**src/dcache_pkg.sv**
```systemverilog
// data cache shared definitions
`default_nettype none

package dcache_pkg;

    ////////////////////////////////////////////////////////////
    // geometry
    ////////////////////////////////////////////////////////////

    // 16 sets
    localparam int INDEX_WIDTH  = 4;
    // 4 words per line
    localparam int OFFSET_WIDTH = 2;
    localparam int WAYS         = 2;
    // bits above index, offset and byte
    localparam int TAG_WIDTH    = 24;
    localparam int LINE_BITS    = 128;
    localparam int SETS         = 1 << INDEX_WIDTH;

    ////////////////////////////////////////////////////////////
    // request address, raw or split into lookup fields
    ////////////////////////////////////////////////////////////

    typedef union packed {
        logic [31:0] raw;
        struct packed {
            logic [TAG_WIDTH-1:0]    tag;
            logic [INDEX_WIDTH-1:0]  index;
            logic [OFFSET_WIDTH-1:0] offset;
            logic [1:0]              byte_sel;
        } fields;
    } dcache_addr_u;

    // resolve stage FSM
    typedef enum logic [2:0] {
        idle,
        lookup,
        miss_req,
        miss_wait,
        write_req,
        write_wait
    } ctrl_state_e;

endpackage

`default_nettype wire

```
**src/dcache_ctrl.sv**
```systemverilog
// data cache resolve stage controller
`timescale 1ns/1ps
`default_nettype none

module dcache_ctrl (
    input  logic                        clk,
    input  logic                        reset,
    input  logic                        req_valid,
    input  logic                        req_write,
    input  logic [31:0]                 req_addr,
    input  logic [31:0]                 req_wdata,
    input  logic [3:0]                  req_wstrb,
    input  logic [dcache_pkg::WAYS-1:0]   hit,
    input  logic                        victim_way,
    input  logic                        mem_addr_ok,
    input  logic                        mem_data_ok,
    output logic                        req_ready,
    output logic                        resp_valid,
    output dcache_pkg::dcache_addr_u      buf_addr,
    output logic [31:0]                 buf_wdata,
    output logic [3:0]                  buf_wstrb,
    output logic                        tag_we,
    output logic                        lru_touch,
    output logic                        word_we,
    output logic                        line_we,
    output logic                        arr_way,
    output logic                        sel_refill,
    output logic                        mem_req,
    output logic                        mem_write,
    output logic [31:0]                 mem_addr
);
    import dcache_pkg::*;

    ctrl_state_e  state;
    ctrl_state_e  state_next;
    logic         buf_write;
    logic         victim_q;
    // reply pending, one cycle after mem_data_ok
    logic         reply_q;
    logic         hit_any;
    logic         read_hit;
    logic         accept;
    dcache_addr_u line_addr;

    assign hit_any  = |hit;
    assign read_hit = (state == lookup) && !buf_write && hit_any;

    // a read hit frees the buffer in the same cycle
    assign req_ready  = (state == idle) || read_hit;
    assign accept     = req_valid && req_ready;
    assign resp_valid = read_hit || reply_q;
    assign sel_refill = reply_q;

    ////////////////////////////////////////////////////////////
    // request buffer
    ////////////////////////////////////////////////////////////

    always_ff @(posedge clk) begin
        if (accept) begin
            buf_addr.raw <= req_addr;
            buf_wdata    <= req_wdata;
            buf_wstrb    <= req_wstrb;
        end
    end

    always_ff @(posedge clk) begin
        if (reset) begin
            buf_write <= 1'b0;
        end else if (accept) begin
            buf_write <= req_write;
        end
    end

    // victim is only valid in the lookup cycle
    always_ff @(posedge clk) begin
        if (state == lookup) begin
            victim_q <= victim_way;
        end
    end

    ////////////////////////////////////////////////////////////
    // FSM
    ////////////////////////////////////////////////////////////

    always_ff @(posedge clk) begin
        if (reset) begin
            state   <= idle;
            reply_q <= 1'b0;
        end else begin
            state   <= state_next;
            reply_q <= mem_data_ok && ((state == miss_wait) || (state == write_wait));
        end
    end

    always_comb begin
        state_next = state;
        case (state)
            idle: begin
                if (accept) begin
                    state_next = lookup;
                end
            end
            lookup: begin
                if (buf_write) begin
                    state_next = mem_addr_ok ? write_wait : write_req;
                end else if (hit_any) begin
                    state_next = accept ? lookup : idle;
                end else begin
                    state_next = mem_addr_ok ? miss_wait : miss_req;
                end
            end
            miss_req: begin
                if (mem_addr_ok) begin
                    state_next = miss_wait;
                end
            end
            miss_wait: begin
                if (mem_data_ok) begin
                    state_next = idle;
                end
            end
            write_req: begin
                if (mem_addr_ok) begin
                    state_next = write_wait;
                end
            end
            write_wait: begin
                if (mem_data_ok) begin
                    state_next = idle;
                end
            end
            default: state_next = idle;
        endcase
    end

    // array writes and memory request
    always_comb begin
        mem_req   = 1'b0;
        tag_we    = 1'b0;
        line_we   = 1'b0;
        word_we   = 1'b0;
        lru_touch = 1'b0;
        arr_way   = hit[1];
        case (state)
            lookup: begin
                mem_req   = buf_write || !hit_any;
                word_we   = buf_write && hit_any;
                lru_touch = hit_any;
            end
            miss_req, write_req: begin
                mem_req = 1'b1;
            end
            miss_wait: begin
                arr_way   = victim_q;
                tag_we    = mem_data_ok;
                line_we   = mem_data_ok;
                lru_touch = mem_data_ok;
            end
            default: begin
                mem_req = 1'b0;
            end
        endcase
    end

    ////////////////////////////////////////////////////////////
    // memory address, line aligned for refills
    ////////////////////////////////////////////////////////////

    always_comb begin
        line_addr                 = buf_addr;
        line_addr.fields.offset   = '0;
        line_addr.fields.byte_sel = '0;
    end

    assign mem_write = buf_write;
    assign mem_addr  = buf_write ? buf_addr.raw : line_addr.raw;

endmodule

`default_nettype wire

```
**config.mk**
```make
export PLATFORM = sky130hd
export DESIGN_NAME = dcache_ctrl
export DESIGN_NICKNAME = d
export VERILOG_FILES = /design/src/dcache_pkg.sv /design/src/dcache_ctrl.sv
export SDC_FILE = /design/constraint.sdc
export NUM_CORES = 1
export LEC_CHECK = 0
export BUFFER_PORTS_ARGS = -buffer_cell sky130_fd_sc_hd__buf_2
export CAP_MARGIN = 25
export CORE_MARGIN = 2
export CORE_UTILIZATION = 41
export CTS_CLUSTER_SIZE = 25
export DETAILED_ROUTE_END_ITERATION = 8
export PLACE_DENSITY = 0.87
export SYNTH_ARGS = -nofsm -noshare
export SYNTH_HDL_FRONTEND = slang
export SYNTH_SLANG_ARGS = --single-unit
```
**constraint.sdc**
```tcl
create_clock -name clk -period 3.9 [get_ports clk]
set_clock_uncertainty 0.2 [all_clocks]
set_input_delay 0 -clock clk [delete_from_list [all_inputs] [get_ports clk]]
set_output_delay 0 -clock clk [all_outputs]
set_load 0.03 [all_outputs]
```
# == Word-level counts from Yosys, hierarchy flattened ==
# Cells that the tools add are included.
# op_classes
n_addsub,0
mul,0
n_div,0
order_cmp,0
n_eq_ne,9
n_shift,0
mux,16
bitwise_logic,0
n_reduce_logical,16
# ops
cell,n
$mux 3,5
$pmux 3 s5,1
$eq 3x2->1 const B,2
$eq 3x3->1 const B,2
$mux 1,6
$ne 2x2->1 const B,3
$reduce_or 2->1,3
$logic_and 1x1->1,5
$logic_or 1x1->1,4
$mux 4,1
$pmux 1 s2,2
$reduce_and 4->1,1
$eq 3x1->1 const B,1
$logic_not 3->1,1
$logic_not 1->1,2
$mux 2,1
$ne 2x1->1 const B,1
# word_totals
ff_bits,74
latch_bits,0
ramBits,0
rom_bits,0
inputBits,77
out_inout_bits,110
elab_cells,48
n_memories,0

# == Longest topological paths before layout ==
# logic_depth
depth_word,9
ltp_mapped,4
mapped_depth_nobuf,3

# == Least setup slack after synthesis ==
# OpenSTA, ideal clock, no wires.
# synth_timing
path_kind,flip-flop to flip-flop
start,"register buf_write, in the netlist mem_write"
end,"register buf_addr[0] (netlist name), enable pin"
arrival_time_ns,2.772
required_ns,3.267
slack_ns,0.495
path_stages_with_launch,4
synth_period_minus_slack_ns,3.405
cell_sequence,dfxtp_1 -> o21bai_2 -> a21boi_2 -> and2_1
# synth_between
elab_chain_len,5
# synth_lines
item,line,source
from (decl),dcache_ctrl.sv:36,logic buf_write;
from (signal assigned),dcache_ctrl.sv:70,buf_write <= req_write;
$logic_not 1->1,dcache_ctrl.sv:46,assign read_hit = (state == lookup) && !buf_write && hit_any;
$logic_and 1x1->1 (2 in a row),dcache_ctrl.sv:46,
$logic_or 1x1->1,dcache_ctrl.sv:49,assign req_ready = (state == idle) || read_hit;
net req_ready,dcache_ctrl.sv:17,"output logic req_ready,"
$logic_and 1x1->1,dcache_ctrl.sv:50,assign accept = req_valid && req_ready;
to (decl),dcache_ctrl.sv:19,"output dcache_pkg::dcache_addr_u buf_addr,"
# The timed path passes the listed nets, and every way through them passes these cells.
# A chain may end at the register's enable or synchronous reset.

# == Worst setup path after layout ==
# layout_timing
start,"register buf_write, in the netlist mem_write"
end,register state[0]
# layout_between
elab_chain_len,9
# layout_lines
item,line,source
$logic_not 1->1,dcache_ctrl.sv:46,
$logic_and 1x1->1 (2 in a row),dcache_ctrl.sv:46,
$logic_or 1x1->1,dcache_ctrl.sv:49,
$logic_and 1x1->1,dcache_ctrl.sv:50,
$mux 1,dcache_ctrl.sv:107,state_next = accept ? lookup : idle;
$mux 2,dcache_ctrl.sv:106,end else if (hit_any) begin
$mux 3,dcache_ctrl.sv:104,if (buf_write) begin
$pmux 3 s5,dcache_ctrl.sv:97,case (state)
to (signal assigned),dcache_ctrl.sv:87,state <= idle;
to (signal assigned),dcache_ctrl.sv:90,state <= state_next;
to (decl),dcache_ctrl.sv:34,ctrl_state_e state;
# Several ways; a longest one is shown, not always the timed one.

==> flow_metrics.py <==
metrics = {
    "run_status": {
        "status": "finished, final reports clean",
    },
    "floorplan": {
        "die_area_mm2": 0.00745,
        "initial_core_util_pct": 43.0,
        "rows": 29,
        "die_h_um": 86.3,
        "die_x_um": 86.3,
        "boundaryPins": 187,
        "core_mm2": 0.00646,
    },
    "yosys": {
        "ys_ff_latch": 74,
        "synth_flop_cell": "edfxtp_1",
        "ys_types": 31,
        "synth_most_common_cell": "edfxtp_1",
        "synth_common_cells": "edfxtp_1 (69), buf_4 (30), nor3b_1 (6)",
        "synth_area_per_cell_um2": 17.6,
        "syn-num-nets": 235,
        "synth_cells": 158,
        "synthesis.area_mm2": 0.00278,
        "synth-edff-count": 69,
        "yosys.area.top_type": "edfxtp_1",
        "yosys_warnings": 0,
        "seq_area_frac_synth_pct": 78.2,
        "synthArstFlopShare_pct": 0,
        "synthTopCellsByArea": "edfxtp_1 (75%), buf_4 (8.1%), dfxtp_1 (3.6%)",
        "synth_top_area_share_pct": 74.6,
    },
    "critical_path": {
        "r2r_setup_slack_ns": 1.44,
        "worstPathCellList": "o21bai_2, dlygate4sd3_1, mux2i_1, a22oi_2, dlygate4sd3_1",
        "path_buf_inv": 2,
        "worstSetupEndpointType": "flop",
        "slowest_delay_ns": 0.60,
        "critical_path_class": "reg2reg",
        "crit_family": "buffers and inverters",
        "worstPathRequired_ns": 3.91,
        "start_kind": "flop",
        "path_common_cell": "dlygate4sd3_1",
        "cp_num_cells": 5,
        "crit_arrival_ns": 2.47,
        "ff2ff_path_depth": 5,
        "crit_fanout": 10,
        "worst_path_max_delay_cell": "dlygate4sd3_1",
    },
    "run": {
        "cap_viol_max_count": 0,
    },
    "place": {
        "gp_routability_congestion": 0.843,
        "port_buffers": 186,
        "dp_hpwl_um": 4660,
    },
    "cells_and_area": {
        "register_area_mm2": 0.00217,
        "areaGrowthSynthToFinish_pct": 64.7,
        "nFillCells": 430,
        "drive_gt1_share_pct": 51.6,
        "multiInputGateArea_um2": 347,
        "nets": 480,
    },
    "clocking": {
        "path_clk_slew_ns": 0.08,
        "cts_root_buf": "clkbuf_8",
        "cts_buffers": 9,
        "htreeDepth": 3,
        "cts_tree": "done",
        "postCtsSetupBuffers": 0,
        "insertion_delay_ns": 0.33,
        "clockBufferDepth": 2,
        "cts.sinks": 74,
    },
    "timing": {
        "tns_ns": 0,
        "layout_worst_path_cycle_share_pct": 63.0,
        "hold_slack_ns": 0.172,
        "finalMaxSlewViolations": 0,
        "rsz0062_at_grt": "no",
        "worstMarginPinSlew_ns": 0.835,
        "period_needed_ns": 2.46,
        "fmax_mhz": 407,
        "finalHoldViolations": 0,
        "setup_violations": 0,
        "maxSlewHeadroom_pct": 44.4,
    },
    "global_route": {
        "antenna_found_initial": 0,
        "grt_usage_pct": 20.5,
        "overflow": 0,
        "grt_pass1_wl_um": 11300,
        "grt_pass1_vias": 2307,
        "grt_max_degree": 69,
    },
    "route": {
        "dr.pass1.iters": 4,
        "vias_per_cell": 4.63,
        "vias": 2244,
        "drt_iter0_drc": 91,
        "wirelength_um": 7690,
        "ant_nets": 0,
        "route.detailed.drc": 0,
        "post_drt_wl_per_cell_um": 15.9,
    },
    "pwr": {
        "ir_worst_vdd_uv": 354,
        "power_density_mw_per_mm2": 463,
        "power.leakage_nw": 2.06,
    },
    "hold_path": {
        "hold_path.class": "in2reg",
        "min_delay_path_depth": 2,
    },
}
## worst register-to-register path, delay by kind of cell, from the launching register on
family          cells  cell delay (ns)
compound gates      2             0.27
buf+inv             2             1.17
flops               1             0.47
mux                 1             0.24
## placed cells by master, fill, tap and decap left out, drive strengths merged, types with 2 or more instances in the layout
cell | synthesis | final
nor2 | 5 | 5
dlygate4sd3 | 0 | 79
bufinv | 0 | 2
and2 | 5 | 5
clkinv | 0 | 2
clkbuf | 0 | 9
nor3b | 8 | 8
a21oi | 4 | 4
o21ai | 3 | 3
nand2b | 2 | 2
inv | 3 | 4
edfxtp | 69 | 69
dfxtp | 5 | 5
buf | 32 | 187
nand2 | 4 | 4
nor2b | 2 | 2
## registers in the layout, indices dropped and copies added, names as in the netlist
name and cells:
buf_wstrb 4, buf_addr 32, state 3, buf_wdata 32, mem_write 1, sel_refill 1
victim_q 1
## layout make-up
| type | instances | area share (%) |
|---|---|---|
| inverter | 3 | 0.246 |
| clock buffer | 9 | 2.71 |
| multi-input combinational | 49 | 7.58 |
| tap | 77 | 2.11 |
| sequential | 74 | 47.5 |
| timing repair buffer | 266 | 37.8 |
| antenna | 1 | 0.0547 |
| clock inverter | 6 | 1.97 |
## report_power, final
| group | total [mW] | internal, mW | switching, mW |
|---|---|---|---|
| combinational | 0.490 | 0.170 | 0.320 |
| clock | 0.634 | 0.359 | 0.275 |
| sequential | 0.995 | 0.959 | 0.0364 |
| total | 2.12 | 1.49 | 0.631 |
## logic make-up after synthesis
logic type / Yosys count / synth area share, %
mux: 2 / 0.901
simple gates: 31 / 6.89
compound gates: 15 / 4.06
xor+xnor: 1 / 0.586
flops: 74 / 78.2
buf+inv: 35 / 9.33
## what timing repair did
| action | CTS | global route |
|---|---|---|
| resized for setup | 0 | 0 |
| endpoints found under the hold margin | 74 | 0 |
| hold buffers | 79 | 0 |
## per-layer routing
layer / share of wire (%) / GRT usage, % / vias to the layer above
li1: - / - / 1041
met1: 36 / 22.1 / 1040
met2: 53 / 37.1 / 150
met3: 9.4 / 6.38 / 13
met4: 1.7 / 8.24 / 0
met5: 0 / 0 / -
## per-stage QoR
stage                     util [%]  area, um2  cells  setup slack [ns]  power, mW
after global routing          70.7       4570    484              1.35       2.21
after CTS                     70.7       4570    484              1.47       2.13
final                         70.8       4570    485              1.44       2.12
after detailed placement      55.2       3560    390              1.66       1.43
after floorplan                  -       2780    158             0.495       1.32
after global placement        55.2       3560    390              1.74       1.42
## final timing paths
kind / startpoint / endpoint
worst max-delay path: mem_write / state[0]
worst min-delay path: req_addr[12] / buf_addr[12]
worst max register to register: mem_write / state[0]
worst min register to register: state[0] / sel_refill
No activity file was read; power rests on OpenSTA's default activity.
