### config.mk
export PLATFORM = sky130hd
export DESIGN_NAME = dcache_tag_array
export DESIGN_NICKNAME = d
export VERILOG_FILES = /design/src/dcache_pkg.sv /design/src/dcache_tag_array.sv
export SDC_FILE = /design/constraint.sdc
export NUM_CORES = 1
export LEC_CHECK = 0
export BUFFER_PORTS_ARGS = -buffer_cell sky130_fd_sc_hd__buf_2
export CAP_MARGIN = 10
export CORE_AREA = 5 5 248 250
export DETAILED_ROUTE_END_ITERATION = 16
export DIE_AREA = 0 0 253 255
export GPL_TIMING_DRIVEN = 0
export PLACE_DENSITY = 0.76
export SLEW_MARGIN = 20
export SYNTH_ARGS = -nofsm -noshare
export SYNTH_HDL_FRONTEND = slang
export SYNTH_SLANG_ARGS = --single-unit
### constraint.sdc
create_clock -name clk -period 3.8 [get_ports clk]
set_input_delay 0.57 -clock clk [delete_from_list [all_inputs] [get_ports clk]]
set_output_delay 0.57 -clock clk [all_outputs]
set_load 0.02 [all_outputs]
### src/dcache_pkg.sv
// data cache shared definitions
`default_nettype none

package dcache_pkg;

    ////////////////////////////////////////////////////////////
    // geometry
    ////////////////////////////////////////////////////////////

    // 16 sets
    localparam int INDEX_WIDTH  = 4;
    // 4 words per line
    localparam int OFFSET_WIDTH = 2;
    localparam int WAYS         = 2;
    // bits above index, offset and byte
    localparam int TAG_WIDTH    = 24;
    localparam int LINE_BITS    = 128;
    localparam int SETS         = 1 << INDEX_WIDTH;

    ////////////////////////////////////////////////////////////
    // request address, raw or split into lookup fields
    ////////////////////////////////////////////////////////////

    typedef union packed {
        logic [31:0] raw;
        struct packed {
            logic [TAG_WIDTH-1:0]    tag;
            logic [INDEX_WIDTH-1:0]  index;
            logic [OFFSET_WIDTH-1:0] offset;
            logic [1:0]              byte_sel;
        } fields;
    } dcache_addr_u;

    // resolve stage FSM
    typedef enum logic [2:0] {
        idle,
        lookup,
        miss_req,
        miss_wait,
        write_req,
        write_wait
    } ctrl_state_e;

endpackage

`default_nettype wire

### src/dcache_tag_array.sv
// data cache tag and lru array
`timescale 1ns/1ps
`default_nettype none

module dcache_tag_array (
    input  logic                             clk,
    input  logic                             reset,
    input  logic [dcache_pkg::INDEX_WIDTH-1:0] rd_index,
    input  logic [dcache_pkg::TAG_WIDTH-1:0]   cmp_tag,
    input  logic                             tag_we,
    input  logic                             wr_way,
    input  logic [dcache_pkg::INDEX_WIDTH-1:0] wr_index,
    input  logic [dcache_pkg::TAG_WIDTH-1:0]   wr_tag,
    input  logic                             lru_touch,
    input  logic                             lru_way,
    output logic [dcache_pkg::WAYS-1:0]        hit,
    output logic                             victim_way
);
    import dcache_pkg::*;

    logic [TAG_WIDTH-1:0] tag_mem [WAYS][SETS];
    logic [SETS-1:0]      valid_q [WAYS];
    // way to replace next, per set
    logic [SETS-1:0]      lru_q;

    logic [TAG_WIDTH-1:0] rd_tag_q [WAYS];
    logic [WAYS-1:0]      rd_valid_q;
    logic                 rd_lru_q;

    ////////////////////////////////////////////////////////////
    // storage and registered set read
    ////////////////////////////////////////////////////////////

    always_ff @(posedge clk) begin
        if (tag_we) begin
            tag_mem[wr_way][wr_index] <= wr_tag;
        end
        for (int w = 0; w < WAYS; w++) begin
            rd_tag_q[w] <= tag_mem[w][rd_index];
        end
    end

    always_ff @(posedge clk) begin
        if (reset) begin
            for (int w = 0; w < WAYS; w++) begin
                valid_q[w] <= '0;
            end
            lru_q      <= '0;
            rd_valid_q <= '0;
            rd_lru_q   <= 1'b0;
        end else begin
            if (tag_we) begin
                valid_q[wr_way][wr_index] <= 1'b1;
            end
            if (lru_touch) begin
                lru_q[wr_index] <= ~lru_way;
            end
            for (int w = 0; w < WAYS; w++) begin
                rd_valid_q[w] <= valid_q[w][rd_index];
            end
            // a hit in the resolve stage can touch the set being read
            if (lru_touch && (wr_index == rd_index)) begin
                rd_lru_q <= ~lru_way;
            end else begin
                rd_lru_q <= lru_q[rd_index];
            end
        end
    end

    // compare against the buffered tag
    always_comb begin
        for (int w = 0; w < WAYS; w++) begin
            hit[w] = rd_valid_q[w] && (rd_tag_q[w] == cmp_tag);
        end
    end

    // fill an empty way first, else the lru way
    assign victim_way = !rd_valid_q[0] ? 1'b0 :
                        !rd_valid_q[1] ? 1'b1 : rd_lru_q;

endmodule

`default_nettype wire

* Word-level counts from Yosys, hierarchy flattened
Memories as Yosys holds them, arrays and structs flattened. Cells that the tools add are included. W data, S select, Z words.
Word-level totals: register bits after elaboration 19, bits in latches 0, bits in writable memories 848, ROM bits 0, bits of input ports 62, output and inout bits 3, logic and storage cells 53, memories kept 3
Memory list:
- tag_mem | depth 2, width 384, rd ports 2, clocked after Yosys merged registers in 0, write ports 1, RTL line dcache_tag_array.sv:21 | logic [TAG_WIDTH-1:0] tag_mem [WAYS][SETS];
- rd_tag_q | depth 2, width 24, rd ports 2, clocked after Yosys merged registers in 0, write ports 2, RTL line dcache_tag_array.sv:26 | logic [TAG_WIDTH-1:0] rd_tag_q [WAYS];
- valid_q | depth 2, width 16, rd ports 2, clocked after Yosys merged registers in 0, write ports 2, RTL line dcache_tag_array.sv:22 | logic [SETS-1:0] valid_q [WAYS];
Operators by class: add/sub/neg operators 0, multiply operators 0, divide/modulo/power cells 0, magnitude comparators 6, eq/ne operators 3, shift-type cells 0, multiplexer cells 29, bitwise operators 3, reduce and logical (&&, ||, !) cells 6
Operator list (count):
- $mux W384 | 1
- $bmux W24 S4 | 2
- $mux W24 | 5
- $demux W24 S4 | 1
- $eq A24 B24 Y1 | 2
- $mux W16 | 3
- $bwmux W16 | 1
- $reduce_or A16 Y1 | 1
- $bmux W1 S4 | 3
- $mux W1 | 12
- $ge A5 B5 Y1 const B | 2
- $lt A4 B5 Y1 const B | 2
- $not A4 Y5 | 2
- $logic_and A1 B1 Y1 | 5
- $lt A5 B1 Y1 const B | 1
- $demux W1 S4 | 1
- $eq A4 B4 Y1 | 1
- $ge A4 B1 Y1 const B | 1
- $not A1 Y1 | 1

* Logic depth before layout (Yosys ltp)
Gate-level depths: netlist of the first run.
word-level depth 7, depth in mapped cells 7, depth with buffers taken out 4

* Worst setup path before layout of the first run
Ideal clock, no wire load.
kind input port to flip-flop, from input wr_index[3] (netlist bit), to memory tag_mem[0][264] (netlist bit) (enable), library setup time 469 ps, arrival 3379 ps, data required time 3331 ps, setup slack -48 ps, stages on the path 3, path buffers 1, path through nand2b_1 clkbuf_1 nor4_1
Between the ends: word-level cells in the longest chain between the ends 6, elaborated cells on any way between the ends 7
Ends and longest elaborated chain:
- from (decl) | RTL line dcache_tag_array.sv:12 | input logic [dcache_pkg::INDEX_WIDTH-1:0] wr_index,
- $not A4 Y5 (not written as such) (*) | RTL line dcache_tag_array.sv:36 | tag_mem[wr_way][wr_index] <= wr_tag;
- $ge A5 B5 Y1 (not written as such) / $lt A5 B1 Y1 (equally long branches) | RTL line dcache_tag_array.sv:36
- $logic_and A1 B1 Y1 (not written as such) | RTL line dcache_tag_array.sv:36
- $mux W24 (not written as such) | RTL line dcache_tag_array.sv:36
- $demux W24 S4 (*) | RTL line dcache_tag_array.sv:36
- $mux W384 (not written as such) (*) | RTL line dcache_tag_array.sv:36
- to (decl) | RTL line dcache_tag_array.sv:21
Every way passes the cells marked *; elsewhere a longest branch is shown, timed or not.

==> results of run 1 <==
-- stage by stage --
step           util (%)  instances  worst slack [ns]
6_report           64.3       2549             0.422
5_1_grt            64.3       2549             0.492
4_1_cts            64.3       2548             0.598
3_5_place_dp       59.5       2390             0.653
3_3_place_gp       57.6       2269             -3.25
2_1_floorplan         -       1439          -0.00244
-- cells by family after synthesis --
family	Yosys count	synth area share (%)
compound gates	35	0.740
xor+xnor	52	1.40
buf+inv	84	1.43
flops	867	76.8
mux	257	17.6
simple gates	144	2.04
-- cell usage in the layout (no fill, tap or decap), types with 18 or more instances in the layout --
cell type / synthesis / final
nor2_1: 76 / 74
buf_6: 17 / 30
buf_4: 1 / 63
dfxtp_1: 99 / 99
nor3_2: 0 / 18
mux4_2: 254 / 254
clkbuf_16: 0 / 88
edfxtp_1: 768 / 768
buf_2: 16 / 117
xor2_1: 33 / 33
clkbuf_1: 42 / 61
xnor2_1: 19 / 19
-- worst max-delay path by stage --
stage,slack [ns],to,cells past startpoint,startpoint
2_1_floorplan,-0.002,tag_mem[1][264],3,wr_index[3]
3_3_place_gp,-3.25,tag_mem[1][342],4,wr_index[1]
3_5_place_dp,0.65,rd_tag_q[0][20],5,rd_index[1]
4_1_cts,0.60,hit[0],5,rd_tag_q[0][7]
5_1_grt,0.49,hit[0],5,rd_tag_q[0][7]
6_report,0.42,hit[0],5,rd_tag_q[0][7]
-- critical path, stage by stage (launching register included) --
cell and delay (ns):
dfxtp_1 0.39, xor2_1 0.21, nor4_1 0.38, nand3_1 0.26, nor4_1 0.65, buf_2 0.29
-- power by group --
group	switching, uW	internal [uW]	total, uW
registers	90.6	10500	10600
clock network	3510	4970	8480
logic	628	427	1050
total	4230	15900	20200
-- area by class of cell --
class	count	area (um2)	area share, %
inverter	1	3.75	0.00993
timing repair buffer	178	1170	3.10
multi-input combinational	488	7300	19.3
clock buffer	124	2490	6.58
buffer	83	465	1.23
tap	773	967	2.56
sequential	867	25000	66.2
antenna	1	2.50	0.00662
clock inverter	34	358	0.947
-- state kept, by name, indices dropped and copies added, names as in the netlist --
name	cells
valid_q	32
rd_valid_q	2
tag_mem	768
rd_tag_q	48
lru_q	16
rd_lru_q	1
-- metal layers --
| metal | wire, um | track usage [%] | share of wire [%] | up-vias |
|---|---|---|---|---|
| met5 | 0 | 0 | 0 | - |
| met4 | 2980 | 9.33 | 3.7 | 0 |
| met3 | 9620 | 7.49 | 12 | 177 |
| met2 | 39000 | 40.1 | 48 | 1171 |
| met1 | 29800 | 35.0 | 37 | 8683 |
| li1 | - | - | - | 6577 |
==> results.md, run 1 <==
* Tcrit/Tclk final at about nine tenths
* Relative max-transition margin at 29.8%
* Least-Margin Pin Slew at 1.05 ns
* HPWL Detailed at about 53 mm
* Hold Buf Count CTS at 0
* Peak supply drop at 0.366 mV
* Iteration count of the initial detailed-routing pass at 5
* Area growth syn-to-layout at 15.9%
* Min-Delay Endpoint: lru_q[15]
* CP Max Fanout at 1
* Clock Tree Buf Depth at 3
* Root Buffer: clkbuf_16
* Yosys Warn Count at 0
* Die area at 64500 um2
* Antenna violations before repair at 2
* RSZ-0062 raised after global routing: no
* Final setup viols at 0
* FFs w/ async S/R, synth at 0%
* Final hold viol count at 0
* Die Wd at between 200 and 300 um
* Hold depth at 3
* Power per cell area at between 500 and 600 nW/um2
* Die height at 255 um
* Leading post-synthesis cells by cell area: edfxtp_1, mux4_2, dfxtp_1, xor2_1, nor2_1
* Clk_skew at 0.0275 ns
* Clock-pin slew on the worst setup and hold paths at 0.06 ns
* WL/cell at approximately 32 um
* Hold WC Path Type: in -> reg
* Critical Path AT at 2.81 ns
* Worst R2R End: rd_tag_q[0][21]
* Post-Synthesis Net Count at ~1500
* Register bit total from synthesis at between 800 and 900
* Area post-placement at 35000 um2
* Fmax at 296 MHz
* Initial drt markers at between 2000 and 3000
* R2R Setup Slk at 2.21 ns
* ANT nets after route at 0
* Worst skew pair latency at 0.63 ns
* Synth top area share at between 70% and 80%
* GR Util All Layers at 25.6%
* Number of global-route vias before repair at between 15000 and 20000
* Critical path class: reg -> out
* Post-route DRC at 0
* Kind of start point of the critical path: register
* Layout fillers at between 3000 and 4000
* Row cnt at 89
* Synth Area per Inst at between 20 and 25 um2
* Setup Buffers After CTS at 0
* Cts bufs inserted at 85
* DR vias at roughly 17000
* WP data required at 3.23 ns
* Share of layout cells above drive strength 1 at 35.7%
* Post-route design area at 37800 um2
* Seq/Total Area, Yosys at 76.8%
* MaxCap Viol Count at 0
* Top post-synthesis cells by count: edfxtp_1, mux4_2, dfxtp_1
* PortBufs at 57
* Unique masters post-synth at 27
* Fin nets at 1766
* Outcome: finished clean
* GPL Wtd Cong at 0.904
* Post-CTS resize count at 0
* EDFF count, synth at 768
* Fin Setup TNS at 0 ns
* CORE AREA at 58800 um2
* Worst r2r src: tag_mem[0][213]
* Clk sinks at 867
* Max Slew Vio Count at 0
* Post-Syn Area at 32600 um2
* Overall Power at 20200 uW
* Initial Util at between 50% and 60%
* TritonCTS clock tree: done
* Vias per std cell at roughly 6.5
* Gate Count Post-Synth at 1439
* # IOs at 65
* Most area-hungry cell type in the Yosys netlist: edfxtp_1
* Gr ovfl total at 0
* Worst hold margin at 0.355 ns
* Worst Setup End Kind: output port
* Ys flop type: edfxtp_1
* Cell with the most instances after synthesis: edfxtp_1
* Total Routed Length at 81.3 mm
* Leak pwr at around 0.012 uW
* H-Tree Depth at 3
* Hold_sp: lru_touch
* Maximum number of pins on one net before global-route repair at 33
* First-pass GRT wire length at roughly 120 mm
* Cells on worst reg2reg path at 2
* Tmin final at approximately 3.4 ns
Power figures use the tool's default switching activity.
==> run 2, diff against run 1 <==
--- a/config.mk
+++ b/config.mk
@@ -11,7 +11,7 @@
 export DETAILED_ROUTE_END_ITERATION = 16
 export DIE_AREA = 0 0 253 255
 export GPL_TIMING_DRIVEN = 0
-export PLACE_DENSITY = 0.76
+export PLACE_DENSITY = 0.82
 export SLEW_MARGIN = 20
 export SYNTH_ARGS = -nofsm -noshare
 export SYNTH_HDL_FRONTEND = slang
==> run 2 against run 1 <==
Effect of this change: utilization shrank 0.50 points; register-to-register slack about the same; count of clock-buffer cells in the layout down 3; critical endpoint unchanged; setup slack gained 0.043 ns; final area fell by 0.78%; combinational power is essentially flat; sequential share of layout area increased by 0.52 points; fmax up 1.3%; highest routed layer is now met5; critical path type unchanged; clock power is 6.4% lower.
==> results.md, run 2 (same netlist as run 1, synthesis figures left out) <==
* Area growth syn-to-layout at 15.0%
* Max Slew Vio Count at 0 (unchanged)
* ANT nets after route at 0 (unchanged)
* Largest register by flop count: tag_mem
* Least-Margin Pin Slew at 1.13 ns (+0.0725 ns)
* Root Buffer: clkbuf_16
* GR Util All Layers at 26.4% (+0.89 points)
* Busiest grt layer: met2
* Leading cell type in the layout, fill and taps excluded: edfxtp_1
* Final worst setup slack at 0.465 ns (+0.0434 ns)
* Worst R2R End: rd_tag_q[0][20]
* CP startpoint: rd_tag_q[0][7]
* Met1 usage at 35.0% (+0.076 points)
* Overall Power at 19600 uW (-2.6%)
* Initial Util at 55.5% (unchanged)
* Maximum number of pins on one net before global-route repair at 33 (unchanged)
* Peak supply drop at 0.381 mV (+4.2%)
* Worst skew pair latency at 0.62 ns (about the same)
* PortBufs at 57 (unchanged)
* Slowest cell on the critical path: nor4_1
* Tcrit/Tclk final at 87.8% (-1.1 points)
* Fmax at 300 MHz (+1.3%)
* Die Wd at 253 um (unchanged)
* First-pass GRT wire length at 121 mm (+3.4%)
* CORE AREA at 58800 um2 (unchanged)
* Crit-path cells: xor2_1 > nor4_1 > nand3_1 > nor4_1 > buf_2
* MaxCap Viol Count at 0 (unchanged)
* Clk_skew at 0.0180 ns (-0.00951 ns)
* HPWL Detailed at 53.5 mm (+0.28%)
* Tmin final at 3.34 ns (-0.0434 ns)
* Largest register FFs at 768 (unchanged)
* Relative max-transition margin at 25.0% (-4.8 points)
* Clk sinks at 867 (unchanged)
* Worst path most repeated cell: nor4_1
* Setup Buffers After CTS at 0 (unchanged)
* Leak pwr at 0.0121 uW (-1.2%)
* Final hold viol count at 0 (unchanged)
* DR vias at 17000 (+2.1%)
* Gr ovfl total at 0 (unchanged)
* Total Routed Length at 84.4 mm (+3.8%)
* Fin nets at 1759 (-0.40%)
* Post-CTS resize count at 0 (unchanged)
* Top flop regs: tag_mem x768, rd_tag_q x48, valid_q x32
* Number of global-route vias before repair at 17300 (+1.6%)
* Worst Setup End Kind: output port
* Post-route DRC at 0 (unchanged)
* Layout fillers at 3651 (-1.4%)
* R2R Setup Slk at 2.20 ns (about the same)
* RSZ-0062 raised after global routing: no
* WL/cell at 33.3 um (+4.3%)
* Critical path class: reg -> out
* # IOs at 65 (unchanged)
* CP max stage delay at 0.63 ns (-0.02 ns)
* H-Tree Depth at 3 (unchanged)
* Worst r2r src: tag_mem[0][20]
* Pre-CTS setup slack at 0.658 ns (+0.00496 ns)
* Cells on worst reg2reg path at 2 (unchanged)
* GPL Wtd Cong at 0.912 (+0.84%)
* TritonCTS clock tree: done
* Kind of start point of the critical path: register
* Row cnt at 89 (unchanged)
* Iteration count of the initial detailed-routing pass at 5 (unchanged)
* Clock Tree Buf Depth at 3 (unchanged)
* Critical path destination: hit[0]
* Hold WC Path Type: in -> reg
* Met2 usage at 43.0% (+2.9 points)
* Vias per std cell at 6.68 (+2.6%)
* CP Max Fanout at 1 (unchanged)
* Die area at 64500 um2 (unchanged)
* Outcome: finished clean
* Antenna violations before repair at 3 (+1)
* Met3 Usage GRT at 7.89% (+0.40 points)
* WP data required at 3.23 ns (about the same)
* Clock-pin slew on the worst setup and hold paths at 0.06 ns (about the same)
* Most frequent cells in the layout: edfxtp_1, mux4_2, buf_2
* Initial drt markers at 2809 (+11%)
* Cts bufs inserted at 81 (-4.7%)
* Die height at 255 um (unchanged)
* Power per cell area at 523 nW/um2 (-1.8%)
* Share of layout cells above drive strength 1 at 34.8% (-0.85 points)
* Hold Buf Count CTS at 0 (unchanged)
* Final setup viols at 0 (unchanged)
* Critical Path AT at 2.77 ns (-0.04 ns)
-- run 2: changes by cell type in the layout (fill, tap and decap cells not counted), sizes merged --
cell and delta:
bufinv -2, clkinvlp -2, clkinv +4, clkbuf -3
buf -3, inv -5
-- run 2: metrics by stage --
step	hold slack (ns)	setup TNS (ns)	instance area, um2	cells	utilization (%)
2_1_floorplan	0.435	-0.0587	32600	1439	-
3_3_place_gp	0.444	-1527.78	33900	2269	57.6
3_5_place_dp	0.460	0	34900	2387	59.4
4_1_cts	0.358	0	37500	2537	63.8
5_1_grt	0.413	0	37500	2537	63.8
6_report	0.399	0	37500	2538	63.8
-- run 2: layout make-up --
type	instances	area (um2)	area share, %
tap	773	967	2.58
multi-input combinational	488	7300	19.5
inverter	1	3.75	0.0100
clock buffer	121	2330	6.21
buffer	83	465	1.24
clock inverter	29	258	0.687
timing repair buffer	175	1130	3.02
sequential	867	25000	66.8
antenna	1	2.50	0.00667
-- run 2: report_power, final --
part	internal (uW)	switching [uW]	total, uW
registers	10500	92.4	10600
logic	427	640	1070
clock network	4530	3420	7940
-- run 2: how the worst min path moves through the flow --
| stage | start | endpoint | slack [ns] | cells after the start |
|---|---|---|---|---|
| 2_1_floorplan | valid_q[0][11] | valid_q[0][11] | 0.43 | 2 |
| 3_3_place_gp | valid_q[0][6] | valid_q[0][6] | 0.44 | 2 |
| 3_5_place_dp | valid_q[1][0] | valid_q[1][0] | 0.46 | 2 |
| 4_1_cts | lru_touch | lru_q[15] | 0.36 | 3 |
| 5_1_grt | lru_touch | lru_q[1] | 0.41 | 3 |
| 6_report | lru_touch | lru_q[15] | 0.40 | 3 |
-- run 2: per-layer routing --
layer | routed length [um] | up-vias
li1 | - | 6552
met1 | 28900 | 8731
met2 | 41600 | 1444
met3 | 10800 | 232
met4 | 3110 | 2
met5 | 14 | -
-- run 2: worst max-delay path: cells and delay by family (launching register included) --
| kind | cells | cell delay, ns |
|---|---|---|
| buf+inv | 1 | 0.29 |
| flops | 1 | 0.38 |
| xor+xnor | 1 | 0.22 |
| simple gates | 3 | 1.25 |
